==> config.mk <==
export PLATFORM = sky130hd
export DESIGN_NAME = agc_loop_top
export DESIGN_NICKNAME = d
export VERILOG_FILES = /design/src/agc_loop_pkg.sv /design/src/agc_loop_top.sv /design/src/status_target.sv /design/src/agc_loop_sequencer.sv /design/src/offset_update.sv /design/src/scale_update.sv
export VERILOG_INCLUDE_DIRS = /design/src /design/src/src
export SDC_FILE = /design/constraint.sdc
export NUM_CORES = 1
export LEC_CHECK = 0
export BUFFER_PORTS_ARGS = -buffer_cell sky130_fd_sc_hd__buf_2
export CELL_PAD_IN_SITES_DETAIL_PLACEMENT = 1
export CELL_PAD_IN_SITES_GLOBAL_PLACEMENT = 2
export CORE_MARGIN = 2
export CORE_UTILIZATION = 37
export DETAILED_ROUTE_END_ITERATION = 8
export GPL_TIMING_DRIVEN = 1
export HOLD_SLACK_MARGIN = 0.03
export MAX_ROUTING_LAYER = met4
export PLACE_DENSITY_LB_ADDON = 0.1
export RECOVER_POWER = 25
export SLEW_MARGIN = 20
export SYNTH_ARGS = -nofsm -noshare
export SYNTH_HDL_FRONTEND = slang
export SYNTH_SLANG_ARGS = --single-unit
==> constraint.sdc <==
create_clock -name wb_clk_i -period 6.31 [get_ports wb_clk_i]
set_input_delay 1.262 -clock wb_clk_i [delete_from_list [all_inputs] [get_ports wb_clk_i]]
set_output_delay 1.262 -clock wb_clk_i [all_outputs]
set_load 0.01 [all_outputs]
==> src/agc_loop_macros.svh <==
`ifndef AGC_LOOP_MACROS_SVH
`define AGC_LOOP_MACROS_SVH

// Values written on the first pass
`define AGC_START_SCALE     32'd1800
`define AGC_START_OFFSET    32'd0

// Loop targets and dead bands
`define AGC_TARGET_RMS_SQ   32'd16
`define AGC_RMS_SQ_ERR      32'd0
`define AGC_OFFSET_ERR      32'd5

// Fixed step sizes
`define AGC_SCALE_DELTA     32'd30
`define AGC_OFFSET_DELTA    32'd25

`define AGC_TIMESCALE_BITS  32'd4   // Reduction of the mean-square word
`define AGC_BOOT_CYCLES     32'd31
`define AGC_INFO_WORDS      32'd6

// Downstream register map, 8-bit addresses
`define AGC_ADDR_CTRL       8'h00
`define AGC_ADDR_SCALE      8'h10
`define AGC_ADDR_OFFSET     8'h14

`define AGC_STATUS_DONE_BIT 1       // Sample cycle finished

`endif
==> src/agc_loop_pkg.sv <==
package agc_loop_pkg;

    // Bus request, cyc doubles as stb
    typedef struct packed {
        logic        cyc;
        logic        we;
        logic [7:0]  adr;
        logic [31:0] dat;
    } bus_req_t;

    // Info words in downstream read order
    typedef struct packed {
        logic [31:0] status;
        logic [31:0] ms_acc;     // Mean-square accumulation
        logic [31:0] cnt_above;
        logic [31:0] cnt_below;
        logic [31:0] scale;
        logic [31:0] offset;
    } agc_info_t;

    typedef enum logic [31:0] {
        CMD_START       = 32'h0000_0001,
        CMD_RESET_STATS = 32'h0000_0004,
        CMD_LOAD        = 32'h0000_0300,
        CMD_APPLY       = 32'h0000_0400
    } agc_cmd_e;

    typedef enum logic [3:0] {
        BOOT_DELAY, RESETTING, POLLING, WAITING, READING,
        CALCULATING, WRITING, LOADING, APPLYING
    } loop_state_e;

    // Phase of a single downstream transfer
    typedef enum logic [1:0] {SENDING, AWAITING_ACK, PROCESSING} comm_phase_e;

    typedef enum logic [1:0] {IDLE, WRITE, READ, ACK} target_state_e;

endpackage

==> src/agc_loop_top.sv <==
`timescale 1ns/1ps

module agc_loop_top (
    input  logic                   wb_clk_i,
    input  logic                   reset_i,
    input  agc_loop_pkg::bus_req_t host_req_i,
    output logic                   host_ack_o,
    output logic [31:0]            host_dat_o,
    output agc_loop_pkg::bus_req_t agc_req_o,
    input  logic                   agc_ack_i,
    input  logic [31:0]            agc_dat_i
);

    agc_loop_pkg::agc_info_t info;
    logic                    calc;
    logic [16:0]             new_scale;
    logic [15:0]             new_offset;

    ////////////////////////////////////////
    // Downstream master
    agc_loop_sequencer u_sequencer (
        .wb_clk_i     (wb_clk_i),
        .reset_i      (reset_i),
        .agc_ack_i    (agc_ack_i),
        .agc_dat_i    (agc_dat_i),
        .new_scale_i  (new_scale),
        .new_offset_i (new_offset),
        .agc_req_o    (agc_req_o),
        .info_o       (info),
        .calc_o       (calc)
    );

    // Scale and offset work side by side
    scale_update u_scale (
        .wb_clk_i    (wb_clk_i),
        .reset_i     (reset_i),
        .calc_i      (calc),
        .info_i      (info),
        .new_scale_o (new_scale)
    );

    offset_update u_offset (
        .wb_clk_i     (wb_clk_i),
        .reset_i      (reset_i),
        .calc_i       (calc),
        .info_i       (info),
        .new_offset_o (new_offset)
    );

    ////////////////////////////////////////
    // Host side
    status_target u_target (
        .wb_clk_i   (wb_clk_i),
        .reset_i    (reset_i),
        .host_req_i (host_req_i),
        .info_i     (info),
        .host_ack_o (host_ack_o),
        .host_dat_o (host_dat_o)
    );

endmodule

==> src/status_target.sv <==
`timescale 1ns/1ps
`include "agc_loop_macros.svh"

module status_target (
    input  logic                    wb_clk_i,
    input  logic                    reset_i,
    input  agc_loop_pkg::bus_req_t  host_req_i,
    input  agc_loop_pkg::agc_info_t info_i,
    output logic                    host_ack_o,
    output logic [31:0]             host_dat_o
);

    agc_loop_pkg::target_state_e state;
    logic [31:0]                 rsp_reg;
    logic [15:0]                 offset_delta;
    logic [3:0]                  sel;

    assign offset_delta = 16'(`AGC_OFFSET_DELTA);
    assign sel          = host_req_i.adr[5:2];

    // IDLE -> READ/WRITE -> ACK, writes are dropped
    always_ff @(posedge wb_clk_i) begin
        if (reset_i) begin
            state <= agc_loop_pkg::IDLE;
        end else begin
            case (state)
                agc_loop_pkg::IDLE: if (host_req_i.cyc) begin
                    state <= host_req_i.we ? agc_loop_pkg::WRITE : agc_loop_pkg::READ;
                end
                agc_loop_pkg::WRITE: state <= agc_loop_pkg::ACK;
                agc_loop_pkg::READ: state <= agc_loop_pkg::ACK;
                default: state <= agc_loop_pkg::IDLE;
            endcase
        end
    end

    always_ff @(posedge wb_clk_i) begin
        if (state == agc_loop_pkg::READ) begin
            if (host_req_i.adr[6]) begin                  // Step sizes
                if (sel == 4'd0) rsp_reg <= `AGC_SCALE_DELTA;
                else if (sel == 4'd1) rsp_reg <= {{16{offset_delta[15]}}, offset_delta};
            end else begin
                case (sel)
                    4'd0: rsp_reg <= info_i.status;
                    4'd1: rsp_reg <= info_i.ms_acc;
                    4'd2: rsp_reg <= info_i.cnt_above;
                    4'd3: rsp_reg <= info_i.cnt_below;
                    4'd4: rsp_reg <= info_i.scale;
                    4'd5: rsp_reg <= info_i.offset;
                    default: rsp_reg <= 32'd0;            // Unmapped word
                endcase
            end
        end
    end

    assign host_ack_o = (state == agc_loop_pkg::ACK);
    assign host_dat_o = rsp_reg;

endmodule

==> src/agc_loop_sequencer.sv <==
`timescale 1ns/1ps
`include "agc_loop_macros.svh"

module agc_loop_sequencer (
    input  logic                    wb_clk_i,
    input  logic                    reset_i,
    input  logic                    agc_ack_i,
    input  logic [31:0]             agc_dat_i,
    input  logic [16:0]             new_scale_i,
    input  logic [15:0]             new_offset_i,
    output agc_loop_pkg::bus_req_t  agc_req_o,
    output agc_loop_pkg::agc_info_t info_o,
    output logic                    calc_o
);

    agc_loop_pkg::loop_state_e loop_state;
    agc_loop_pkg::comm_phase_e phase;
    agc_loop_pkg::bus_req_t    agc_req;
    agc_loop_pkg::bus_req_t    send_req;   // Request for the current loop state
    agc_loop_pkg::agc_info_t   info;
    logic [2:0]                info_idx;   // Info word, or scale/offset select in WRITING
    logic [4:0]                boot_cnt;
    logic [31:0]               agc_rsp;    // Last read data

    ////////////////////////////////////////
    // Request decode
    always_comb begin
        send_req     = '0;
        send_req.cyc = 1'b1;
        send_req.adr = `AGC_ADDR_CTRL;
        case (loop_state)
            agc_loop_pkg::WRITING: begin
                send_req.we = 1'b1;
                if (info_idx == 3'd0) begin
                    send_req.adr = `AGC_ADDR_SCALE;
                    send_req.dat = {15'd0, new_scale_i};
                end else begin
                    send_req.adr = `AGC_ADDR_OFFSET;
                    send_req.dat = {{16{new_offset_i[15]}}, new_offset_i};
                end
            end
            agc_loop_pkg::LOADING: begin
                send_req.we  = 1'b1;
                send_req.dat = agc_loop_pkg::CMD_LOAD;
            end
            agc_loop_pkg::APPLYING: begin
                send_req.we  = 1'b1;
                send_req.dat = agc_loop_pkg::CMD_APPLY;
            end
            agc_loop_pkg::RESETTING: begin
                send_req.we  = 1'b1;
                send_req.dat = agc_loop_pkg::CMD_RESET_STATS;
            end
            agc_loop_pkg::POLLING: begin
                send_req.we  = 1'b1;
                send_req.dat = agc_loop_pkg::CMD_START;
            end
            agc_loop_pkg::WAITING: ;                             // Status poll
            agc_loop_pkg::READING: send_req.adr = {3'd0, info_idx, 2'b00};
            default: send_req.cyc = 1'b0;
        endcase
    end

    ////////////////////////////////////////
    // Loop FSM
    always_ff @(posedge wb_clk_i) begin
        if (reset_i) begin
            loop_state <= agc_loop_pkg::BOOT_DELAY;
            phase      <= agc_loop_pkg::SENDING;
            agc_req    <= '0;
            info       <= '0;
            info_idx   <= 3'd0;
            boot_cnt   <= 5'(`AGC_BOOT_CYCLES);
        end else if (loop_state == agc_loop_pkg::BOOT_DELAY) begin
            if (boot_cnt != 5'd0) boot_cnt <= boot_cnt - 5'd1;
            else loop_state <= agc_loop_pkg::WRITING;
        end else if (loop_state == agc_loop_pkg::CALCULATING) begin
            loop_state <= agc_loop_pkg::WRITING;  // Update modules latch this cycle
        end else begin
            case (phase)
                agc_loop_pkg::SENDING: begin
                    agc_req <= send_req;
                    phase   <= agc_loop_pkg::AWAITING_ACK;
                end
                agc_loop_pkg::AWAITING_ACK: if (agc_ack_i) begin
                    agc_req <= '0;                 // cyc drops on the ack edge
                    agc_rsp <= agc_dat_i;
                    phase   <= agc_req.we ? agc_loop_pkg::SENDING : agc_loop_pkg::PROCESSING;
                    case (loop_state)
                        agc_loop_pkg::WRITING: begin
                            if (info_idx == 3'd0) begin
                                info_idx <= 3'd1;
                            end else begin
                                info_idx   <= 3'd0;
                                loop_state <= agc_loop_pkg::LOADING;
                            end
                        end
                        agc_loop_pkg::LOADING: loop_state <= agc_loop_pkg::APPLYING;
                        agc_loop_pkg::APPLYING: begin
                            loop_state  <= agc_loop_pkg::RESETTING;
                            info.scale  <= {15'd0, new_scale_i};
                            info.offset <= {{16{new_offset_i[15]}}, new_offset_i};
                        end
                        agc_loop_pkg::RESETTING: loop_state <= agc_loop_pkg::POLLING;
                        agc_loop_pkg::POLLING: loop_state <= agc_loop_pkg::WAITING;
                        default: ;                 // Reads finish in PROCESSING
                    endcase
                end
                default: begin
                    phase <= agc_loop_pkg::SENDING;
                    if (loop_state == agc_loop_pkg::WAITING) begin
                        if (agc_rsp[`AGC_STATUS_DONE_BIT]) begin
                            loop_state <= agc_loop_pkg::READING;
                            info_idx   <= 3'd0;
                        end
                    end else begin
                        case (info_idx)
                            3'd0: info.status <= agc_rsp;
                            3'd1: info.ms_acc <= agc_rsp;
                            3'd2: info.cnt_above <= agc_rsp;
                            3'd3: info.cnt_below <= agc_rsp;
                            3'd4: info.scale <= agc_rsp;
                            default: info.offset <= agc_rsp;
                        endcase
                        if (info_idx == 3'(`AGC_INFO_WORDS - 1)) begin
                            info_idx   <= 3'd0;
                            loop_state <= agc_loop_pkg::CALCULATING;
                        end else begin
                            info_idx <= info_idx + 3'd1;
                        end
                    end
                end
            endcase
        end
    end

    assign agc_req_o = agc_req;
    assign info_o    = info;
    assign calc_o    = (loop_state == agc_loop_pkg::CALCULATING);  // One cycle wide

endmodule

==> src/offset_update.sv <==
`timescale 1ns/1ps
`include "agc_loop_macros.svh"

module offset_update (
    input  logic                    wb_clk_i,
    input  logic                    reset_i,
    input  logic                    calc_i,
    input  agc_loop_pkg::agc_info_t info_i,
    output logic [15:0]             new_offset_o
);

    logic [31:0] above_limit;   // Count above must pass this to lower the offset
    logic [31:0] below_limit;
    logic [15:0] offset_delta;
    logic [15:0] offset_reg;

    assign above_limit  = info_i.cnt_below + `AGC_OFFSET_ERR;
    assign below_limit  = info_i.cnt_above + `AGC_OFFSET_ERR;
    assign offset_delta = 16'(`AGC_OFFSET_DELTA);

    // Wraps at 16 bits
    always_ff @(posedge wb_clk_i) begin
        if (reset_i) begin
            offset_reg <= 16'(`AGC_START_OFFSET);
        end else if (calc_i) begin
            if (info_i.cnt_above > above_limit) begin
                offset_reg <= info_i.offset[15:0] - offset_delta;
            end else if (info_i.cnt_below > below_limit) begin
                offset_reg <= info_i.offset[15:0] + offset_delta;
            end
        end
    end

    assign new_offset_o = offset_reg;

endmodule

==> src/scale_update.sv <==
`timescale 1ns/1ps
`include "agc_loop_macros.svh"

module scale_update (
    input  logic                    wb_clk_i,
    input  logic                    reset_i,
    input  logic                    calc_i,
    input  agc_loop_pkg::agc_info_t info_i,
    output logic [16:0]             new_scale_o
);

    logic [11:0] ms_adj;      // Mean square after timescale reduction
    logic [31:0] scale_down;
    logic [31:0] scale_up;
    logic [16:0] scale_reg;

    assign ms_adj     = info_i.ms_acc[24:17-`AGC_TIMESCALE_BITS];
    assign scale_down = info_i.scale - `AGC_SCALE_DELTA;
    assign scale_up   = info_i.scale + `AGC_SCALE_DELTA;

    always_ff @(posedge wb_clk_i) begin
        if (reset_i) begin
            scale_reg <= 17'(`AGC_START_SCALE);
        end else if (calc_i) begin
            if (ms_adj > `AGC_TARGET_RMS_SQ + `AGC_RMS_SQ_ERR) begin
                scale_reg <= scale_down[16:0];   // Too loud
            end else if (ms_adj < `AGC_TARGET_RMS_SQ - `AGC_RMS_SQ_ERR) begin
                scale_reg <= scale_up[16:0];     // Too quiet
            end
        end
    end

    assign new_scale_o = scale_reg;

endmodule

; ---- After elaboration in Yosys (flattened, before gate mapping)
; Index checks and enable logic that the tools add are counted.
[word_totals]
regBits = 347
in_bits = 77
output_inout_bits = 75
elab_cells = 148
[op_classes]
addsub = 8
magnitude_cmp = 4
eq_ne = 36
n_mux = 44
bitwise = 6
reduce_logical = 31
[op_table]
columns = operator, count
row1 = $mux W64, 3
row2 = $pmux W32 S6, 1
row3 = $mux W32, 5
row4 = $pmux W32 S5, 1
row5 = $pmux W64 S2, 1
row6 = $pmux W42 S2, 1
row7 = $add A32 B3 Y32 const B, 2
row8 = $gt A32 B32 Y1, 2
row9 = $mux W42, 1
row10 = $mux W35, 1
row11 = $mux W17, 2
row12 = $mux W16, 2
row13 = $mux W4, 8
row14 = $reduce_and A5 Y1, 5
row15 = $eq A4 B3 Y1 const B, 6
row16 = $reduce_and A7 Y1, 3
row17 = $pmux W4 S5, 1
row18 = $add A17 B5 Y17 const B, 1
row19 = $sub A17 B5 Y17 const B, 1
row20 = $add A16 B5 Y16 const B, 1
row21 = $eq A4 B2 Y1 const B, 4
row22 = $sub A16 B5 Y16 const B, 1
row23 = $mux W3, 5
row24 = $gt A12 B5 Y1 const B, 1
row25 = other kinds (37), 70

; ---- Longest topological paths before layout
[depth]
ltp_word = 7
depth_mapped = 25
ltp_nobuf = 25

; ---- Modules after synthesis
; A second synthesis with hierarchy kept.
[unflattened]
cells_unflattened = 2098
area_unflattened_um2 = 18410.2
[modules_own_cells]
columns = module, n_inst, cells_per_inst, area_per_inst_um2, seq_area_each_um2
row1 = agc_loop_sequencer, 1, 1142, 10272.4, 5545.3
row2 = offset_update, 1, 488, 3807.4, 320.3
row3 = status_target, 1, 304, 2915.3, 1001.0
row4 = scale_update, 1, 164, 1415.1, 340.3

; ---- Least setup slack after synthesis
; OpenSTA, ideal clock, no wires.
[synth_path]
path_kind = input port to flip-flop
from = in reset_i
to = reg u_sequencer.agc_rsp[0] (enable)
t_arrival_ns = 4.719
setup_slack_ns = 1.090
stages = 3
path_buffers = 2
path_cell_list = clkbuf_1 -> clkbuf_1 -> nor4_1
[synth_between]
elab_chain_len = 2
[synth_lines]
columns = item, line
row1 = start: declaration, agc_loop_top.sv:5  ; input logic reset_i,
row2 = $not A1 Y1 (no source line), -
row3 = $reduce_and A5 Y1 (no source line), -
row4 = end signal: assignment, agc_loop_sequencer.sv:87  ; agc_rsp <= agc_dat_i;
row5 = end: declaration, agc_loop_sequencer.sv:23  ; logic [31:0] agc_rsp;
; Every way passes these cells.
; A chain may end at the register's enable or synchronous reset.

; ---- Worst setup path in the final report
[layout_path]
from = reg, netlist name u_sequencer.info_o[66]
to = reg u_offset.offset_reg[12] (netlist: u_offset.new_offset_o[12])
[layout_between]
elab_chain_len = 4
elab_cells_between_ends = 6
[layout_lines]
columns = item, line
row1 = $add A32 B3 Y32 (no source line), -
row2 = $gt A32 B32 Y1, offset_update.sv:26  ; if (info_i.cnt_above > above_limit) begin
row3 = $reduce_bool A2 Y1 (no source line), -
row4 = $reduce_and A2 Y1 (no source line), -
row5 = end signal: assignment, offset_update.sv:24  ; offset_reg <= 16'(`AGC_START_OFFSET);
row6 = end signal: assignment, offset_update.sv:27  ; offset_reg <= info_i.offset[15:0] - offset_delta;
row7 = end signal: assignment, offset_update.sv:29  ; offset_reg <= info_i.offset[15:0] + offset_delta;
row8 = end: declaration, offset_update.sv:15  ; logic [15:0] offset_reg;
; Several ways; a longest one is shown, not always the timed one.

==> impl_metrics.py <==
metrics = {
    "clocking": {
        "ctsHoldBuffers": 0,
        "cts_tree": "done",
        "clk_pin_slew_worst_paths_ns": 0.06,
        "cts_made_buffers": 40,
        "cts-root-buf": "clkbuf_16",
        "insertion_delay_ns": 0.58,
        "clock-sinks": 328,
        "htree_levels": 2,
        "cts_buffer_depth": 3,
    },
    "setup_path": {
        "worstReg2RegStart": "u_sequencer.info_o[66]",
        "slowest_delay_ns": 0.46,
        "cp-startpoint": "u_sequencer.info_o[66]",
        "arrival_ns": 6.13,
        "slowest_stage": "dfxtp_1",
        "end_kind": "flip-flop",
        "crit_fanout": 8,
        "cp-start-kind": "flip-flop",
        "crit_required_ns": 6.74,
        "path_class": "reg -> reg",
    },
    "sta": {
        "grt_setup_unrepaired": "no",
        "clock_skew_ns": 0.0193,
        "worst_slack_ns": 0.609,
        "setup_viol": 0,
        "hold_ws_ns": 0.456,
        "tns_ns": 0,
        "finalCritPeriodShare": 0.904,
        "timing.fmax_mhz": 175,
        "tightest_slew_ns": 4.65,
        "finalHoldViolCount": 0,
        "slew_headroom": -2.10,
        "slew_viol_final": 133,
        "period_needed_ns": 5.70,
    },
    "die": {
        "initial_core_util": 0.377,
        "die-area_um2": 48100,
        "core_um2": 45600,
        "die_y_um": 219,
        "die_x_um": 219,
        "core.rowCount": 78,
        "io_pins": 152,
    },
    "grt": {
        "grt_pass1_vias": 15500,
        "grt.total_usage": 0.255,
        "antenna_found_initial": 1,
        "grt_start_max_net_pins": 170,
        "overflow": 0,
        "grt_pass1_wl_um": 91300,
    },
    "synth": {
        "synth_edf_count": 64,
        "synth_area_um2": 17200,
        "ys_types": 73,
        "ys.flop_type": "dfxtp_1",
        "syn_avg_cell_area_um2": 8.59,
        "synth_seq_area_share": 0.420,
        "ys_async_sr_fraction": 0,
        "synth-seq-cells": 328,
        "synthCells": 1997,
        "ys_warn_count": 0,
    },
    "cells_and_area": {
        "final_core_util": 0.426,
        "diodes": 0,
        "fillCellCount": 5308,
        "syn_to_final_growth_pct": 13.1,
        "nets": 2221,
        "drive_gt1_frac": 0.0892,
    },
    "detailed_routing": {
        "drt_iter0_drc": 963,
        "ant_nets": 0,
        "wl_per_cell_um": 22.1,
        "dr_total_vias": 15100,
        "vias_per_cell": 5.63,
        "firstDrtPassIters": 5,
        "drc": 0,
        "wl_um": 59100,
    },
    "outcome": {
        "failed_checks": "capacitance limit, slew limit",
        "status": "finished with violations",
    },
    "run": {
        "cap_violations": 2,
    },
    "power_and_ir_drop": {
        "ir_worst_vdd_mv": 0.240,
        "p_leak_uw": 0.00679,
        "p_per_area_nw_per_um2": 318,
    },
    "placed_design": {
        "gp_congestion": 0.862,
        "port_buffers": 111,
        "place.detailed.hpwl_um": 39600,
        "place_ws_ns": 0.494,
    },
    "min_path": {
        "min_path_type": "reg -> reg",
        "hold_start": "u_sequencer.info_o[135]",
    },
}
==> cell families after synthesis <==
family,Yosys count,share of synthesized area
AOI/OAI and AO/OA,533,0.198
xor gates and xnor gates,92,0.0469
adders and majority gates,102,0.0751
buffers and inverters,165,0.0434
DFF,328,0.420
muxes,54,0.0316
other,1,0.000218
and+or+nand+nor,722,0.185
==> layout by cell type (no fill, tap or decap), types with 33 or more instances in the layout <==
cell and n:
dfxtp_1 264, a211oi_1 55, a22oi_1 91, xnor2_1 47, nor3_1 34, nand2_1 315, edfxtp_1 64, a31oi_1 33
a21oi_1 239, clkbuf_16 41, buf_2 55, nor2_1 192, mux2i_1 53, nand3_1 49, ha_1 99, xor2_1 45
clkbuf_1 64
==> area by class of cell <==
type                    count  area, µm²  share of cell area
multi-input cells        1508       9310               0.479
flip-flops and latches    328       7210               0.371
clock buffers              53       1120              0.0577
well taps                 600        751              0.0387
repair buffers            140        712              0.0367
clock inverters            21        220              0.0113
inverters                  25       97.6             0.00503
==> critical path: cells and delay by family, from the launching register on <==
kind	cells	cell delay, ns
adder cells (fa/ha/maj)	2	0.75
flip-flops	1	0.46
multiplexers	1	0.13
buffers and inverters	2	0.30
AO/OA/AOI/OAI	10	2.18
XOR/XNOR	2	0.24
AND/OR/NAND/NOR	8	1.50
==> through the flow <==
stage / instance area (µm²) / std cells / power, µW
floorplan: 17200 / 2001 / 3390
global placement: 18100 / 2599 / 3800
detailed placement: 18100 / 2599 / 3840
CTS: 19500 / 2673 / 6250
global route: 19400 / 2675 / 6480
finish: 19400 / 2675 / 6180
==> sequential cells by signal, indices dropped and copies added, names as in the netlist <==
register                flops
u_sequencer.info_o        192
u_sequencer.agc_rsp        32
u_target.host_dat_o        32
u_sequencer.agc_req_o      23
u_scale.new_scale_o        17
u_offset.new_offset_o      16
u_sequencer.boot_cnt        5
u_sequencer.loop_state      4
u_sequencer.info_idx        3
u_sequencer.phase           2
u_target.state              2
==> cell usage after synthesis, types with 4 or more instances <==
cell type  number  area (µm²)
nand2_1       318        1190
dfxtp_1       264        5290
a21oi_1       239        1200
nor2_1        195         732
clkbuf_1      101         379
ha_1           99        1240
a22oi_1        91         683
edfxtp_1       64        1920
a211oi_1       55         413
mux2i_1        53         531
nand3_1        49         245
xnor2_1        47         412
xor2_1         45         394
nor3_1         37         185
a31oi_1        33         206
o21ai_0        30         150
and3_1         26         163
inv_1          24        90.1
buf_4          22         165
and2_1         19         119
a21o_1         17         128
nand4_1        17         106
buf_2          15        75.1
nand2b_1       13        81.3
nor2b_1        11        68.8
a221oi_1        9        78.8
nor4_1          7        43.8
or3_1           7        43.8
a211o_1         6        52.6
o21a_1          6        45.0
and4_1          5        43.8
o31ai_1         5        37.5
o211ai_1        4        30.0
==> where the power goes <==
part | leakage, µW | switching (µW) | total (µW) | internal, µW
clock | 0.000661 | 976 | 2400 | 1420
sequential | 0.00272 | 188 | 2510 | 2320
combinational | 0.00341 | 859 | 1270 | 409
total | 0.00679 | 2020 | 6180 | 4150
==> path summary, 6_finish.rpt <==
check | end | slack, ns | depth (start not counted)
worst min register to register | u_sequencer.info_o[135] | 0.46 | 2
worst min-delay path | u_sequencer.info_o[135] | 0.46 | 2
worst max register to register | u_offset.new_offset_o[12] | 0.61 | 25
worst max-delay path | u_offset.new_offset_o[12] | 0.61 | 25
==> what timing repair did <==
item                       in CTS  in global routing
resized for setup               0                  4
setup endpoints to repair       0                  2
setup buffers                   0                  2
==> layer usage <==
layer | GRT usage | vias up | routed length (µm)
li1 | - | 7217 | -
met5 | - | - | 0
met4 | 0.0912 | 0 | 2030
met1 | 0.324 | 7483 | 26800
met3 | 0.0292 | 96 | 2060
met2 | 0.419 | 272 | 28300
(Power assumes the default switching activity.)
